## config.mk

```make
export PLATFORM = sky130hd
export DESIGN_NAME = bus_decoder_flat
export DESIGN_NICKNAME = d
export VERILOG_FILES = /design/src/sys_bus_pkg.sv /design/src/sys_periph_pkg.sv /design/src/dev_bus_if.sv /design/src/bus_decoder.sv /design/src/flat_wrapper.sv
export SDC_FILE = /design/constraint.sdc
export NUM_CORES = 1
export LEC_CHECK = 0
export ABC_CLOCK_PERIOD_IN_PS = 2350
export BUFFER_PORTS_ARGS = -buffer_cell sky130_fd_sc_hd__buf_2
export CAP_MARGIN = 20
export CORE_AREA = 3 3 175 177
export CTS_CLUSTER_DIAMETER = 150
export DETAILED_ROUTE_END_ITERATION = 10
export DIE_AREA = 0 0 178 180
export HOLD_SLACK_MARGIN = 0.05
export PLACE_DENSITY_LB_ADDON = 0.08
export SYNTH_ARGS = -nofsm -noshare
export SYNTH_HDL_FRONTEND = slang
export SYNTH_SLANG_ARGS = --single-unit
```

## constraint.sdc

```tcl
create_clock -name clk_sys_i -period 2.35 [get_ports clk_sys_i]
set_input_delay 0.47 -clock clk_sys_i [delete_from_list [all_inputs] [get_ports clk_sys_i]]
set_output_delay 0.47 -clock clk_sys_i [all_outputs]
set_load 0.02 [all_outputs]
```

## src/sys_bus_pkg.sv

```systemverilog
// System bus package
// Widths and vector types of the peripheral register bus, the address map
// of the device regions and the byte enable expansion shared by devices
package sys_bus_pkg;

  localparam int unsigned BusAddrWidth = 32;
  localparam int unsigned BusDataWidth = 32;
  localparam int unsigned BusBeWidth   = BusDataWidth / 8;
  localparam int unsigned RegAddrWidth = 16; // Offset inside one 64 KiB region

  typedef logic [BusAddrWidth-1:0] bus_addr_t;
  typedef logic [BusDataWidth-1:0] bus_data_t;
  typedef logic [BusBeWidth-1:0]   bus_be_t;
  typedef logic [RegAddrWidth-1:0] reg_addr_t;

  ////////////////////////////////////////////////////////////////////////////
  // Address map
  ////////////////////////////////////////////////////////////////////////////

  localparam bus_addr_t GpioBase   = 32'h8000_0000;
  localparam bus_addr_t TimerBase  = 32'h8004_0000;
  localparam bus_addr_t IntrBase   = 32'h8008_0000;
  localparam bus_addr_t RevTagBase = 32'h8010_0000;
  localparam bus_addr_t RegionMask = 32'hFFFF_0000; // Upper 16 bits pick the region

  // Expand byte enables to a bit mask over the data word
  function automatic bus_data_t be_mask(bus_be_t be);
    bus_data_t mask;
    mask = '0;
    for (int i = 0; i < BusBeWidth; i++) begin
      mask[8*i +: 8] = {8{be[i]}};
    end
    return mask;
  endfunction

endpackage

```

## src/sys_periph_pkg.sv

```systemverilog
// Peripheral package
// Device indices behind the decoder, interrupt source IDs and the register
// offsets of the GPIO, timer and interrupt blocks
package sys_periph_pkg;

  localparam int NrDevices = 4;

  localparam int DevGpio   = 0;
  localparam int DevTimer  = 1;
  localparam int DevIntr   = 2;
  localparam int DevRevTag = 3;

  typedef logic [7:0] irq_vec_t; // Indexed by interrupt ID

  localparam int IrqTimer = 1;
  localparam int IrqEth   = 2; // ID 0 stays tied to zero

  // Register offsets inside each region
  localparam logic [15:0] GpoReg         = 16'h0;
  localparam logic [15:0] GpiReg         = 16'h4;
  localparam logic [15:0] MtimeReg       = 16'h0;
  localparam logic [15:0] MtimecmpReg    = 16'h4;
  localparam logic [15:0] TimerCtrlReg   = 16'h8;
  localparam logic [15:0] IntrEnableReg  = 16'h0;
  localparam logic [15:0] IntrPendingReg = 16'h4;

endpackage

```

## src/dev_bus_if.sv

```systemverilog
// Device register bus
// One request from the decoder to a device and the response coming back,
// which arrives exactly one cycle after the request
`timescale 1ns/100ps

interface dev_bus_if import sys_bus_pkg::*; ();

  logic      req;
  logic      we;
  reg_addr_t addr;   // Offset within the device region
  bus_be_t   be;
  bus_data_t wdata;
  logic      rvalid;
  bus_data_t rdata;  // Zero for writes

  modport decoder (
    output req, we, addr, be, wdata,
    input  rvalid, rdata
  );

  modport device (
    input  req, we, addr, be, wdata,
    output rvalid, rdata
  );

endinterface

```

## src/bus_decoder.sv

```systemverilog
// Bus decoder
// Matches the top-level request against the address map and strobes one
// device with its region offset. Unmapped or out-of-range accesses get an
// error flag instead. Device responses and the error merge into one reply
`timescale 1ns/100ps

module bus_decoder import sys_bus_pkg::*, sys_periph_pkg::*; #(
  parameter int unsigned RevTagDepth = 4096
) (
  input  logic       clk_sys_i,
  input  logic       rst_sys_ni,

  input  logic       req_i,
  input  logic       we_i,
  input  bus_addr_t  addr_i,
  input  bus_be_t    be_i,
  input  bus_data_t  wdata_i,
  output logic       rvalid_o,
  output bus_data_t  rdata_o,
  output logic       err_o,

  dev_bus_if.decoder gpio_bus,
  dev_bus_if.decoder timer_bus,
  dev_bus_if.decoder intr_bus,
  dev_bus_if.decoder tag_bus
);

  bus_addr_t              region;
  reg_addr_t              offset;
  logic                   tag_in_range;
  logic [NrDevices-1:0]   sel;
  logic [NrDevices-1:0]   dev_rvalid;
  bus_data_t              dev_rdata [NrDevices];
  logic                   err_q;

  assign region       = addr_i & RegionMask;
  assign offset       = addr_i[RegAddrWidth-1:0];
  assign tag_in_range = (32'(offset[RegAddrWidth-1:2]) < RevTagDepth); // Word index

  assign sel[DevGpio]   = (region == GpioBase);
  assign sel[DevTimer]  = (region == TimerBase);
  assign sel[DevIntr]   = (region == IntrBase);
  assign sel[DevRevTag] = (region == RevTagBase) & tag_in_range;

  ////////////////////////////////////////////////////////////////////////////
  // Request fan-out
  ////////////////////////////////////////////////////////////////////////////

  assign gpio_bus.req   = req_i & sel[DevGpio];
  assign gpio_bus.we    = we_i;
  assign gpio_bus.addr  = offset;
  assign gpio_bus.be    = be_i;
  assign gpio_bus.wdata = wdata_i;

  assign timer_bus.req   = req_i & sel[DevTimer];
  assign timer_bus.we    = we_i;
  assign timer_bus.addr  = offset;
  assign timer_bus.be    = be_i;
  assign timer_bus.wdata = wdata_i;

  assign intr_bus.req   = req_i & sel[DevIntr];
  assign intr_bus.we    = we_i;
  assign intr_bus.addr  = offset;
  assign intr_bus.be    = be_i;
  assign intr_bus.wdata = wdata_i;

  assign tag_bus.req   = req_i & sel[DevRevTag];
  assign tag_bus.we    = we_i;
  assign tag_bus.addr  = offset;
  assign tag_bus.be    = be_i;
  assign tag_bus.wdata = wdata_i;

  // No device strobed, so answer with an error next cycle
  always_ff @(posedge clk_sys_i or negedge rst_sys_ni) begin
    if (!rst_sys_ni) begin
      err_q <= 1'b0;
    end else begin
      err_q <= req_i & ~(|sel);
    end
  end

  ////////////////////////////////////////////////////////////////////////////
  // Response merge
  ////////////////////////////////////////////////////////////////////////////

  assign dev_rvalid[DevGpio]   = gpio_bus.rvalid;
  assign dev_rvalid[DevTimer]  = timer_bus.rvalid;
  assign dev_rvalid[DevIntr]   = intr_bus.rvalid;
  assign dev_rvalid[DevRevTag] = tag_bus.rvalid;

  assign dev_rdata[DevGpio]   = gpio_bus.rdata;
  assign dev_rdata[DevTimer]  = timer_bus.rdata;
  assign dev_rdata[DevIntr]   = intr_bus.rdata;
  assign dev_rdata[DevRevTag] = tag_bus.rdata;

  // At most one device answers per cycle
  always_comb begin
    rdata_o  = '0;
    rvalid_o = err_q;
    for (int i = 0; i < NrDevices; i++) begin
      if (dev_rvalid[i]) begin
        rdata_o = rdata_o | dev_rdata[i];
      end
      rvalid_o = rvalid_o | dev_rvalid[i];
    end
  end

  assign err_o = err_q;

endmodule

```

## src/flat_wrapper.sv

```systemverilog
// flat-port wrapper written by rule: the top's interface ports become plain ports
module bus_decoder_flat import sys_bus_pkg::*, sys_periph_pkg::*;
#(
  parameter int unsigned RevTagDepth = 4096
)
  (clk_sys_i, rst_sys_ni, req_i, we_i, addr_i, be_i, wdata_i, rvalid_o, rdata_o, err_o, gpio_bus_req, gpio_bus_we, gpio_bus_addr, gpio_bus_be, gpio_bus_wdata, gpio_bus_rvalid, gpio_bus_rdata, timer_bus_req, timer_bus_we, timer_bus_addr, timer_bus_be, timer_bus_wdata, timer_bus_rvalid, timer_bus_rdata, intr_bus_req, intr_bus_we, intr_bus_addr, intr_bus_be, intr_bus_wdata, intr_bus_rvalid, intr_bus_rdata, tag_bus_req, tag_bus_we, tag_bus_addr, tag_bus_be, tag_bus_wdata, tag_bus_rvalid, tag_bus_rdata);
  dev_bus_if gpio_bus_i ();
  dev_bus_if timer_bus_i ();
  dev_bus_if intr_bus_i ();
  dev_bus_if tag_bus_i ();
  input  logic clk_sys_i;
  input  logic rst_sys_ni;
  input  logic req_i;
  input  logic we_i;
  input  bus_addr_t addr_i;
  input  bus_be_t be_i;
  input  bus_data_t wdata_i;
  output logic rvalid_o;
  output bus_data_t rdata_o;
  output logic err_o;
  output wire logic [$bits(gpio_bus_i.req)-1:0] gpio_bus_req;
  output wire logic [$bits(gpio_bus_i.we)-1:0] gpio_bus_we;
  output wire logic [$bits(gpio_bus_i.addr)-1:0] gpio_bus_addr;
  output wire logic [$bits(gpio_bus_i.be)-1:0] gpio_bus_be;
  output wire logic [$bits(gpio_bus_i.wdata)-1:0] gpio_bus_wdata;
  input wire logic [$bits(gpio_bus_i.rvalid)-1:0] gpio_bus_rvalid;
  input wire logic [$bits(gpio_bus_i.rdata)-1:0] gpio_bus_rdata;
  output wire logic [$bits(timer_bus_i.req)-1:0] timer_bus_req;
  output wire logic [$bits(timer_bus_i.we)-1:0] timer_bus_we;
  output wire logic [$bits(timer_bus_i.addr)-1:0] timer_bus_addr;
  output wire logic [$bits(timer_bus_i.be)-1:0] timer_bus_be;
  output wire logic [$bits(timer_bus_i.wdata)-1:0] timer_bus_wdata;
  input wire logic [$bits(timer_bus_i.rvalid)-1:0] timer_bus_rvalid;
  input wire logic [$bits(timer_bus_i.rdata)-1:0] timer_bus_rdata;
  output wire logic [$bits(intr_bus_i.req)-1:0] intr_bus_req;
  output wire logic [$bits(intr_bus_i.we)-1:0] intr_bus_we;
  output wire logic [$bits(intr_bus_i.addr)-1:0] intr_bus_addr;
  output wire logic [$bits(intr_bus_i.be)-1:0] intr_bus_be;
  output wire logic [$bits(intr_bus_i.wdata)-1:0] intr_bus_wdata;
  input wire logic [$bits(intr_bus_i.rvalid)-1:0] intr_bus_rvalid;
  input wire logic [$bits(intr_bus_i.rdata)-1:0] intr_bus_rdata;
  output wire logic [$bits(tag_bus_i.req)-1:0] tag_bus_req;
  output wire logic [$bits(tag_bus_i.we)-1:0] tag_bus_we;
  output wire logic [$bits(tag_bus_i.addr)-1:0] tag_bus_addr;
  output wire logic [$bits(tag_bus_i.be)-1:0] tag_bus_be;
  output wire logic [$bits(tag_bus_i.wdata)-1:0] tag_bus_wdata;
  input wire logic [$bits(tag_bus_i.rvalid)-1:0] tag_bus_rvalid;
  input wire logic [$bits(tag_bus_i.rdata)-1:0] tag_bus_rdata;
  assign gpio_bus_req = gpio_bus_i.req;
  assign gpio_bus_we = gpio_bus_i.we;
  assign gpio_bus_addr = gpio_bus_i.addr;
  assign gpio_bus_be = gpio_bus_i.be;
  assign gpio_bus_wdata = gpio_bus_i.wdata;
  assign gpio_bus_i.rvalid = gpio_bus_rvalid;
  assign gpio_bus_i.rdata = gpio_bus_rdata;
  assign timer_bus_req = timer_bus_i.req;
  assign timer_bus_we = timer_bus_i.we;
  assign timer_bus_addr = timer_bus_i.addr;
  assign timer_bus_be = timer_bus_i.be;
  assign timer_bus_wdata = timer_bus_i.wdata;
  assign timer_bus_i.rvalid = timer_bus_rvalid;
  assign timer_bus_i.rdata = timer_bus_rdata;
  assign intr_bus_req = intr_bus_i.req;
  assign intr_bus_we = intr_bus_i.we;
  assign intr_bus_addr = intr_bus_i.addr;
  assign intr_bus_be = intr_bus_i.be;
  assign intr_bus_wdata = intr_bus_i.wdata;
  assign intr_bus_i.rvalid = intr_bus_rvalid;
  assign intr_bus_i.rdata = intr_bus_rdata;
  assign tag_bus_req = tag_bus_i.req;
  assign tag_bus_we = tag_bus_i.we;
  assign tag_bus_addr = tag_bus_i.addr;
  assign tag_bus_be = tag_bus_i.be;
  assign tag_bus_wdata = tag_bus_i.wdata;
  assign tag_bus_i.rvalid = tag_bus_rvalid;
  assign tag_bus_i.rdata = tag_bus_rdata;
  bus_decoder #(.RevTagDepth(RevTagDepth)) u_core (.clk_sys_i(clk_sys_i), .rst_sys_ni(rst_sys_ni), .req_i(req_i), .we_i(we_i), .addr_i(addr_i), .be_i(be_i), .wdata_i(wdata_i), .rvalid_o(rvalid_o), .rdata_o(rdata_o), .err_o(err_o), .gpio_bus(gpio_bus_i), .timer_bus(timer_bus_i), .intr_bus(intr_bus_i), .tag_bus(tag_bus_i));
endmodule
```

==> impl_metrics.ini, run 1 <==
[layout]
mostFrequentLayoutCells = 198 x buf_2, 64 x a22oi_1, 33 x nand2_1
fillCellCount = 3493
drive_gt1_share_pct = 64.6
final_util_pct = 7.86
area_delta_synth_final_pct = -4.94
largest_reg_flops = 1
final_common_cell = buf_2
n_antenna_cell = 0
final_nets = 525

[clock_network]
ctsHoldBuffers = 0
post_cts_buffers = 0
clk_pin_slew_ns = 0
postCtsResizedCells = 0

[run]
drv_cap = 0

[grt]
grtUsageTotal_pct = 5.67
grt_pass1_vias = 2291
overflow = 0
grt_antenna_before_repair = 0
grt_pass1_wl_mm = 13.9
grt_start_max_net_pins = 34

[route]
via_per_inst = 2.87
route.antenna.remaining_nets = 0
wl_per_cell_microns = 14.2
drt_first_pass_iters = 4
drcViolationCount = 0
vias = 2038
drt-initial-drc-count = 41
wirelength_mm = 10.1

[placement]
dp_slack_ns = 0.167
portBuffers = 198
gp_congestion = 0.718
dp_hpwl_mm = 8.26

[synth]
synth_fp_nets = 549
synth-seq-area-share_pct = 1.03
synth.distinct_cells = 20
avgSynthCellArea_sq_um = 7.04
netlist_instances = 345
ys_ff_latch = 1
ys_warn_count = 0
netlist_area_sq_um = 2430

[power]
p_leak_nw = 1.08
p_per_area_nw_per_um2 = 192
max-vdd-ir-drop_uv = 82.8

[timing]
drv_slew = 0
hold_violations = 0
max_slew_margin_pct = 41.3
finalSetupViolations = 0
worst_slack_ns = 0.195
rsz0062_at_grt = no
worstMarginPinSlew_ns = 0.880
fin_crit_ns = 2.15
tns_ns = 0
fin_crit_sh_pct = 91.7
fmax_mhz = 464

[floorplan]
row_count = 63
fp.coreArea_sq_um = 29400
dieArea_sq_um = 32000
start_util_pct = 8.26
ioPinCount = 454
chipHeight_microns = 180
die_x_microns = 178

[setup_path]
end_kind = output pin
cp.arrival_ns = 1.68
path_class = input port to output pin
critPathRequiredTime_ns = 1.88
worstSetupStartpointType = input port
cp_max_fo = 3

[status]
status = finished clean

[worst_hold_path]
hp-class = input port to asynchronous set/reset pin
[worst max-delay path, stage by stage]
cell	delay, ns
buf_2	0.11
nor4b_4	0.38
nand3b_1	0.22
nor4b_2	0.28
buf_2	0.22
[routing by layer]
metal	share of wire (%)	vias to the layer above	wire [microns]	track usage, %
li1	-	905	-	-
met4	3.1	0	316	1.82
met2	60	158	6070	12.7
met3	9.0	51	902	1.10
met5	0	-	0	0
met1	27	924	2760	4.59
[cells by family after synthesis]
kind of cell           share of synthesized area [%]
buffers and inverters                           68.2
AO/OA/AOI/OAI                                   20.6
AND/OR/NAND/NOR                                 10.1
flip-flops                                      1.03
[worst paths after layout]
kind,start,slack (ns),depth (start not counted),to
setup / recovery,addr_i[24],0.20,5,intr_bus_req
min in group clk_sys_i,req_i,0.73,2,u_core.err_o$_DFF_PN0_
hold / removal,rst_sys_ni,0.25,1,u_core.err_o$_DFF_PN0_
max in group asynchronous,rst_sys_ni,2.02,1,u_core.err_o$_DFF_PN0_
[layout make-up]
cell class / instances / area [sq um] / share of cell area [%]
timing repair buffer: 202 / 1050 / 45.3
sequential: 1 / 25.0 / 1.08
tap: 390 / 488 / 21.1
inverter: 1 / 3.75 / 0.163
multi-input combinational: 115 / 747 / 32.3
[synthesized netlist by cell type, drive strengths merged]
cell | count | share of area [%]
buf | 214 | 66
a22oi | 64 | 20
nand2 | 33 | 5.1
clkbuf | 14 | 2.2
nand3 | 3 | 0.82
nor3 | 3 | 0.62
nor4 | 3 | 1.0
nor4b | 3 | 2.0
nor2 | 2 | 0.31
dfrtp | 1 | 1.0
inv | 1 | 0.15
nand3b | 1 | 0.31
o21a | 1 | 0.31
o21ai | 1 | 0.21
o31ai | 1 | 0.31
[power breakdown]
part / internal (mW) / total, mW / switching [mW]
clock: 0 / 0 / 0
combinational: 0.188 / 0.423 / 0.235
sequential: 0.0184 / 0.0192 / 0.000745
total: 0.206 / 0.442 / 0.236
[metrics by stage]
stage | std cells | instance area [sq um] | hold WS, ns | power [mW]
final | 709 | 2310 | 0.246 | 0.442
after global placement | 709 | 2310 | 0.248 | 0.458
after floorplan | 345 | 2430 | 0.174 | 0.725
after detailed placement | 709 | 2310 | 0.248 | 0.453
after global routing | 709 | 2310 | 0.251 | 0.485
after CTS | 709 | 2310 | 0.248 | 0.455
(Power assumes the default switching activity.)
==> run 2: changes to the inputs <==
--- a/config.mk
+++ b/config.mk
@@ -12,8 +12,8 @@
 export CTS_CLUSTER_DIAMETER = 150
 export DETAILED_ROUTE_END_ITERATION = 10
 export DIE_AREA = 0 0 178 180
+export GPL_TIMING_DRIVEN = 0
 export HOLD_SLACK_MARGIN = 0.05
-export PLACE_DENSITY_LB_ADDON = 0.08
 export SYNTH_ARGS = -nofsm -noshare
 export SYNTH_HDL_FRONTEND = slang
 export SYNTH_SLANG_ARGS = --single-unit
==> impl_metrics.ini, run 2 (same netlist as run 1, synthesis figures left out) <==
[grt]
grt_pass1_vias = 3521
grtUsageTotal_pct = 7.59
grt.busiest_layer = met2
overflow = 0
grt_use_met1_pct = 7.51
grt_pass1_wl_mm = 19.0
grt_use_met3_pct = 1.61
grt_antenna_before_repair = 7
grt_start_max_net_pins = 11
met2_usage_pct = 15.9

[route]
drt_first_pass_iters = 4
drt-initial-drc-count = 71
route.antenna.remaining_nets = 0
wirelength_mm = 14.3
via_per_inst = 3.21
drcViolationCount = 0
vias = 3641
wl_per_cell_microns = 12.6

[floorplan]
start_util_pct = 8.26
dieArea_sq_um = 32000
chipHeight_microns = 180
row_count = 63
die_x_microns = 178
ioPinCount = 454
fp.coreArea_sq_um = 29400

[layout]
ff_latch_area_sq_um = 25.0
fillCellCount = 3341
drive_gt1_share_pct = 82.9
mostFrequentLayoutCells = 400 x buf_2, 212 x buf_4, 64 x a22oi_1
final_common_cell = buf_2
largest_reg_flops = 1
area_delta_synth_final_pct = 102
final_nets = 949
multi_input_area_sq_um = 747
fin_cells = 1135

[setup_path]
path_class = input port to output pin
critPathRequiredTime_ns = 1.88
worstSetupStartpointType = input port
cp.arrival_ns = 1.78
end_kind = output pin
cp_max_fo = 10

[placement]
gp_congestion = 0.776
placed_cells = 1133
portBuffers = 398
dp_hpwl_mm = 13.4

[clock_network]
ctsHoldBuffers = 0
postCtsResizedCells = 0
post_cts_buffers = 0
clk_pin_slew_ns = 0

[timing]
fin_crit_ns = 2.25
hold_violations = 0
worstMarginPinSlew_ns = 0.632
finalSetupViolations = 0
tns_ns = 0
rsz0062_at_grt = no
fmax_mhz = 445
fin_crit_sh_pct = 95.6
max_slew_margin_pct = 57.8
drv_slew = 0

[power]
max-vdd-ir-drop_uv = 57.8
p_leak_nw = 2.88
p_per_area_nw_per_um2 = 226

[run]
drv_cap = 0

[status]
status = finished clean

[worst_hold_path]
hp-class = input port to asynchronous set/reset pin
run 2: layer usage:
layer	wire length [microns]	share of wire, %
met2	7630	53
met3	1560	11
met4	151	1.1
met1	4880	34
met5	41	0.29
run 2: worst paths after layout:
path                                   from                endpoint  depth (start not counted)
max                        timer_bus_rvalid              rdata_o[5]                          5
min                              rst_sys_ni  u_core.err_o$_DFF_PN0_                          1
max in group asynchronous        rst_sys_ni  u_core.err_o$_DFF_PN0_                          1
min in group clk_sys_i                req_i  u_core.err_o$_DFF_PN0_                          2
run 2: worst max-delay path: stages:
cell,delay [ns]
clkbuf_1,0.30
clkbuf_1,0.52
a22oi_1,0.22
nand2_1,0.09
buf_2,0.16
run 2: cell type report:
cell class,instances,area share (%)
plain buffers,228,33.7
diodes,2,0.102
inverters,1,0.0764
repair buffers,398,40.5
well taps,390,9.93
flip-flops and latches,1,0.509
multi-input cells,115,15.2
run 2: per-stage QoR:
| step | hold WS (ns) | utilization (%) | cell area, sq um | power, mW | setup WS (ns) |
|---|---|---|---|---|---|
| 4_1_cts | 0.246 | 16.7 | 4910 | 1.12 | 0.0930 |
| 2_1_floorplan | 0.174 | - | 2430 | 0.725 | 0.281 |
| 3_3_place_gp | 0.245 | 16.7 | 4910 | 1.11 | 0.115 |
| 5_1_grt | 0.246 | 16.7 | 4910 | 1.18 | 0.0501 |
| 3_5_place_dp | 0.246 | 16.7 | 4910 | 1.12 | 0.0957 |
| 6_report | 0.245 | 16.7 | 4910 | 1.11 | 0.104 |
run 2: power by group:
part | internal, mW | switching (mW)
Combinational | 0.522 | 0.571
Sequential | 0.0184 | 0.000502
Clock | 0.000000115 | 0
==> run 3: changes to the inputs <==
--- a/config.mk
+++ b/config.mk
@@ -5,13 +5,13 @@
 export SDC_FILE = /design/constraint.sdc
 export NUM_CORES = 1
 export LEC_CHECK = 0
-export ABC_CLOCK_PERIOD_IN_PS = 2350
+export ABC_CLOCK_PERIOD_IN_PS = 2300
 export BUFFER_PORTS_ARGS = -buffer_cell sky130_fd_sc_hd__buf_2
 export CAP_MARGIN = 20
-export CORE_AREA = 3 3 175 177
+export CORE_AREA = 3 3 176 178
 export CTS_CLUSTER_DIAMETER = 150
 export DETAILED_ROUTE_END_ITERATION = 10
-export DIE_AREA = 0 0 178 180
+export DIE_AREA = 0 0 179 181
 export GPL_TIMING_DRIVEN = 0
 export HOLD_SLACK_MARGIN = 0.05
 export SYNTH_ARGS = -nofsm -noshare
==> constraint.sdc (replaced) <==
create_clock -name clk_sys_i -period 2.3 [get_ports clk_sys_i]
set_input_delay 0.46 -clock clk_sys_i [delete_from_list [all_inputs] [get_ports clk_sys_i]]
set_output_delay 0.46 -clock clk_sys_i [all_outputs]
set_load 0.02 [all_outputs]
==> impl_metrics.ini, run 3 (same netlist as run 1, synthesis figures left out) <==
[status]
status = finished with violations
violations = setup timing

[timing]
tns_ns = 0
worst_slack_ns = -0.000000333
fin_crit_sh_pct = 100
drv_slew = 0
fmax_mhz = 435
finalSetupViolations = 0
fin_crit_ns = 2.30
hold_violations = 0
worstMarginPinSlew_ns = 0.683
rsz0062_at_grt = no
max_slew_margin_pct = 54.5

[power]
p_leak_nw = 2.89
p_sw_uw = 591
switching_share_pct = 51.7
finalPower_mw = 1.14
p_per_area_nw_per_um2 = 233
max-vdd-ir-drop_uv = 74.0
p_seq_share_pct = 1.7
pwr-share-comb_pct = 98.3
p_clk_share_pct = 0
internal_power_uw = 553

[setup_path]
path_common_cell = buf_2
cp.arrival_ns = 1.84
path_cells = buf_2 > clkbuf_1 > a22oi_1 > nand2_1 > buf_2
critPathSlowestCell = clkbuf_1
worstSetupStartpointType = input port
crit_path_max_incr_delay_ns = 0.55
end_kind = output pin
path_class = input port to output pin
crit_family = buffers and inverters
cp_max_fo = 10
crit_buf_inv = 3
critPathRequiredTime_ns = 1.84

[worst_hold_path]
hp-class = input port to asynchronous set/reset pin

[grt]
grt_pass1_vias = 3367
overflow = 0
grt_antenna_before_repair = 3
grtUsageTotal_pct = 6.39
grt_start_max_net_pins = 11
grt_pass1_wl_mm = 16.4

[route]
drt_first_pass_iters = 4
drt-initial-drc-count = 93
via_per_inst = 3.20
met3WireLength_mm = 1.52
route.antenna.remaining_nets = 0
vias = 3626
wl_per_cell_microns = 11.4
route.met2.wl_mm = 6.74
wirelength_mm = 13.0
top_layer_used = met5
drcViolationCount = 0
wl_met1_mm = 4.07

[layout]
drive_gt1_share_pct = 83.2
final_common_cell = buf_2
fillCellCount = 3350
mostFrequentLayoutCells = 400 x buf_2, 212 x buf_4, 64 x a22oi_1
largest_reg_flops = 1
final_nets = 949
area_delta_synth_final_pct = 102

[floorplan]
fp.coreArea_sq_um = 29600
ioPinCount = 454
row_count = 63
start_util_pct = 8.22
dieArea_sq_um = 32400
die_x_microns = 179
chipHeight_microns = 181

[placement]
dp_slack_ns = 0.0433
gp_congestion = 0.795
portBuffers = 398
dp_hpwl_mm = 12.0

[run]
drv_cap = 0

[clock_network]
clk_pin_slew_ns = 0
post_cts_buffers = 0
ctsHoldBuffers = 0
[run 3: stage by stage]
stage / std cells / area (sq um) / utilization, % / hold slack (ns)
3_3_place_gp: 1133 / 4910 / 16.6 / 0.235
5_1_grt: 1134 / 4910 / 16.6 / 0.241
3_5_place_dp: 1133 / 4910 / 16.6 / 0.237
6_report: 1134 / 4910 / 16.6 / 0.236
2_1_floorplan: 345 / 2430 / - / 0.164
4_1_cts: 1133 / 4910 / 16.6 / 0.237
[run 3: final timing paths]
check	from	to	slack, ns	cells after the start
worst max-delay path	gpio_bus_rvalid	rdata_o[28]	-0.0000003	5
worst min-delay path	rst_sys_ni	u_core.err_o$_DFF_PN0_	0.24	1
max in group asynchronous	rst_sys_ni	u_core.err_o$_DFF_PN0_	1.98	1
min in group clk_sys_i	req_i	u_core.err_o$_DFF_PN0_	0.73	2
[run 3: power by group through the flow]
stage	Clock (mW)	Sequential (mW)	Combinational [mW]
3_3_place_gp	0	0.0192	1.12
3_5_place_dp	0	0.0193	1.13
4_1_cts	0	0.0193	1.13
5_1_grt	0.0000000581	0.0195	1.19
2_1_floorplan	0	0.0204	0.721
6_report	0.0000000581	0.0192	1.12
[run 3: layout make-up]
cell class,count,area (sq um),share of cell area (%)
Multi-Input combinational cell,115,747,15.2
Sequential cell,1,25.0,0.509
Timing Repair Buffer,398,1990,40.5
Tap cell,390,488,9.93
Inverter,1,3.75,0.0764
Buffer,228,1660,33.7
Antenna cell,1,2.50,0.0509
[run 3: routing by layer]
metal / vias up / global-route usage, %
met5: - / 0
met3: 29 / 1.07
met1: 1537 / 5.68
met2: 296 / 13.6
li1: 1760 / -
met4: 4 / 2.62
[run 3: timing repair]
| item | in CTS | in global routing |
|---|---|---|
| endpoints found under the setup margin | 0 | 2 |
| gates resized for setup | 0 | 4 |
| endpoints found under the hold margin | 0 | 0 |
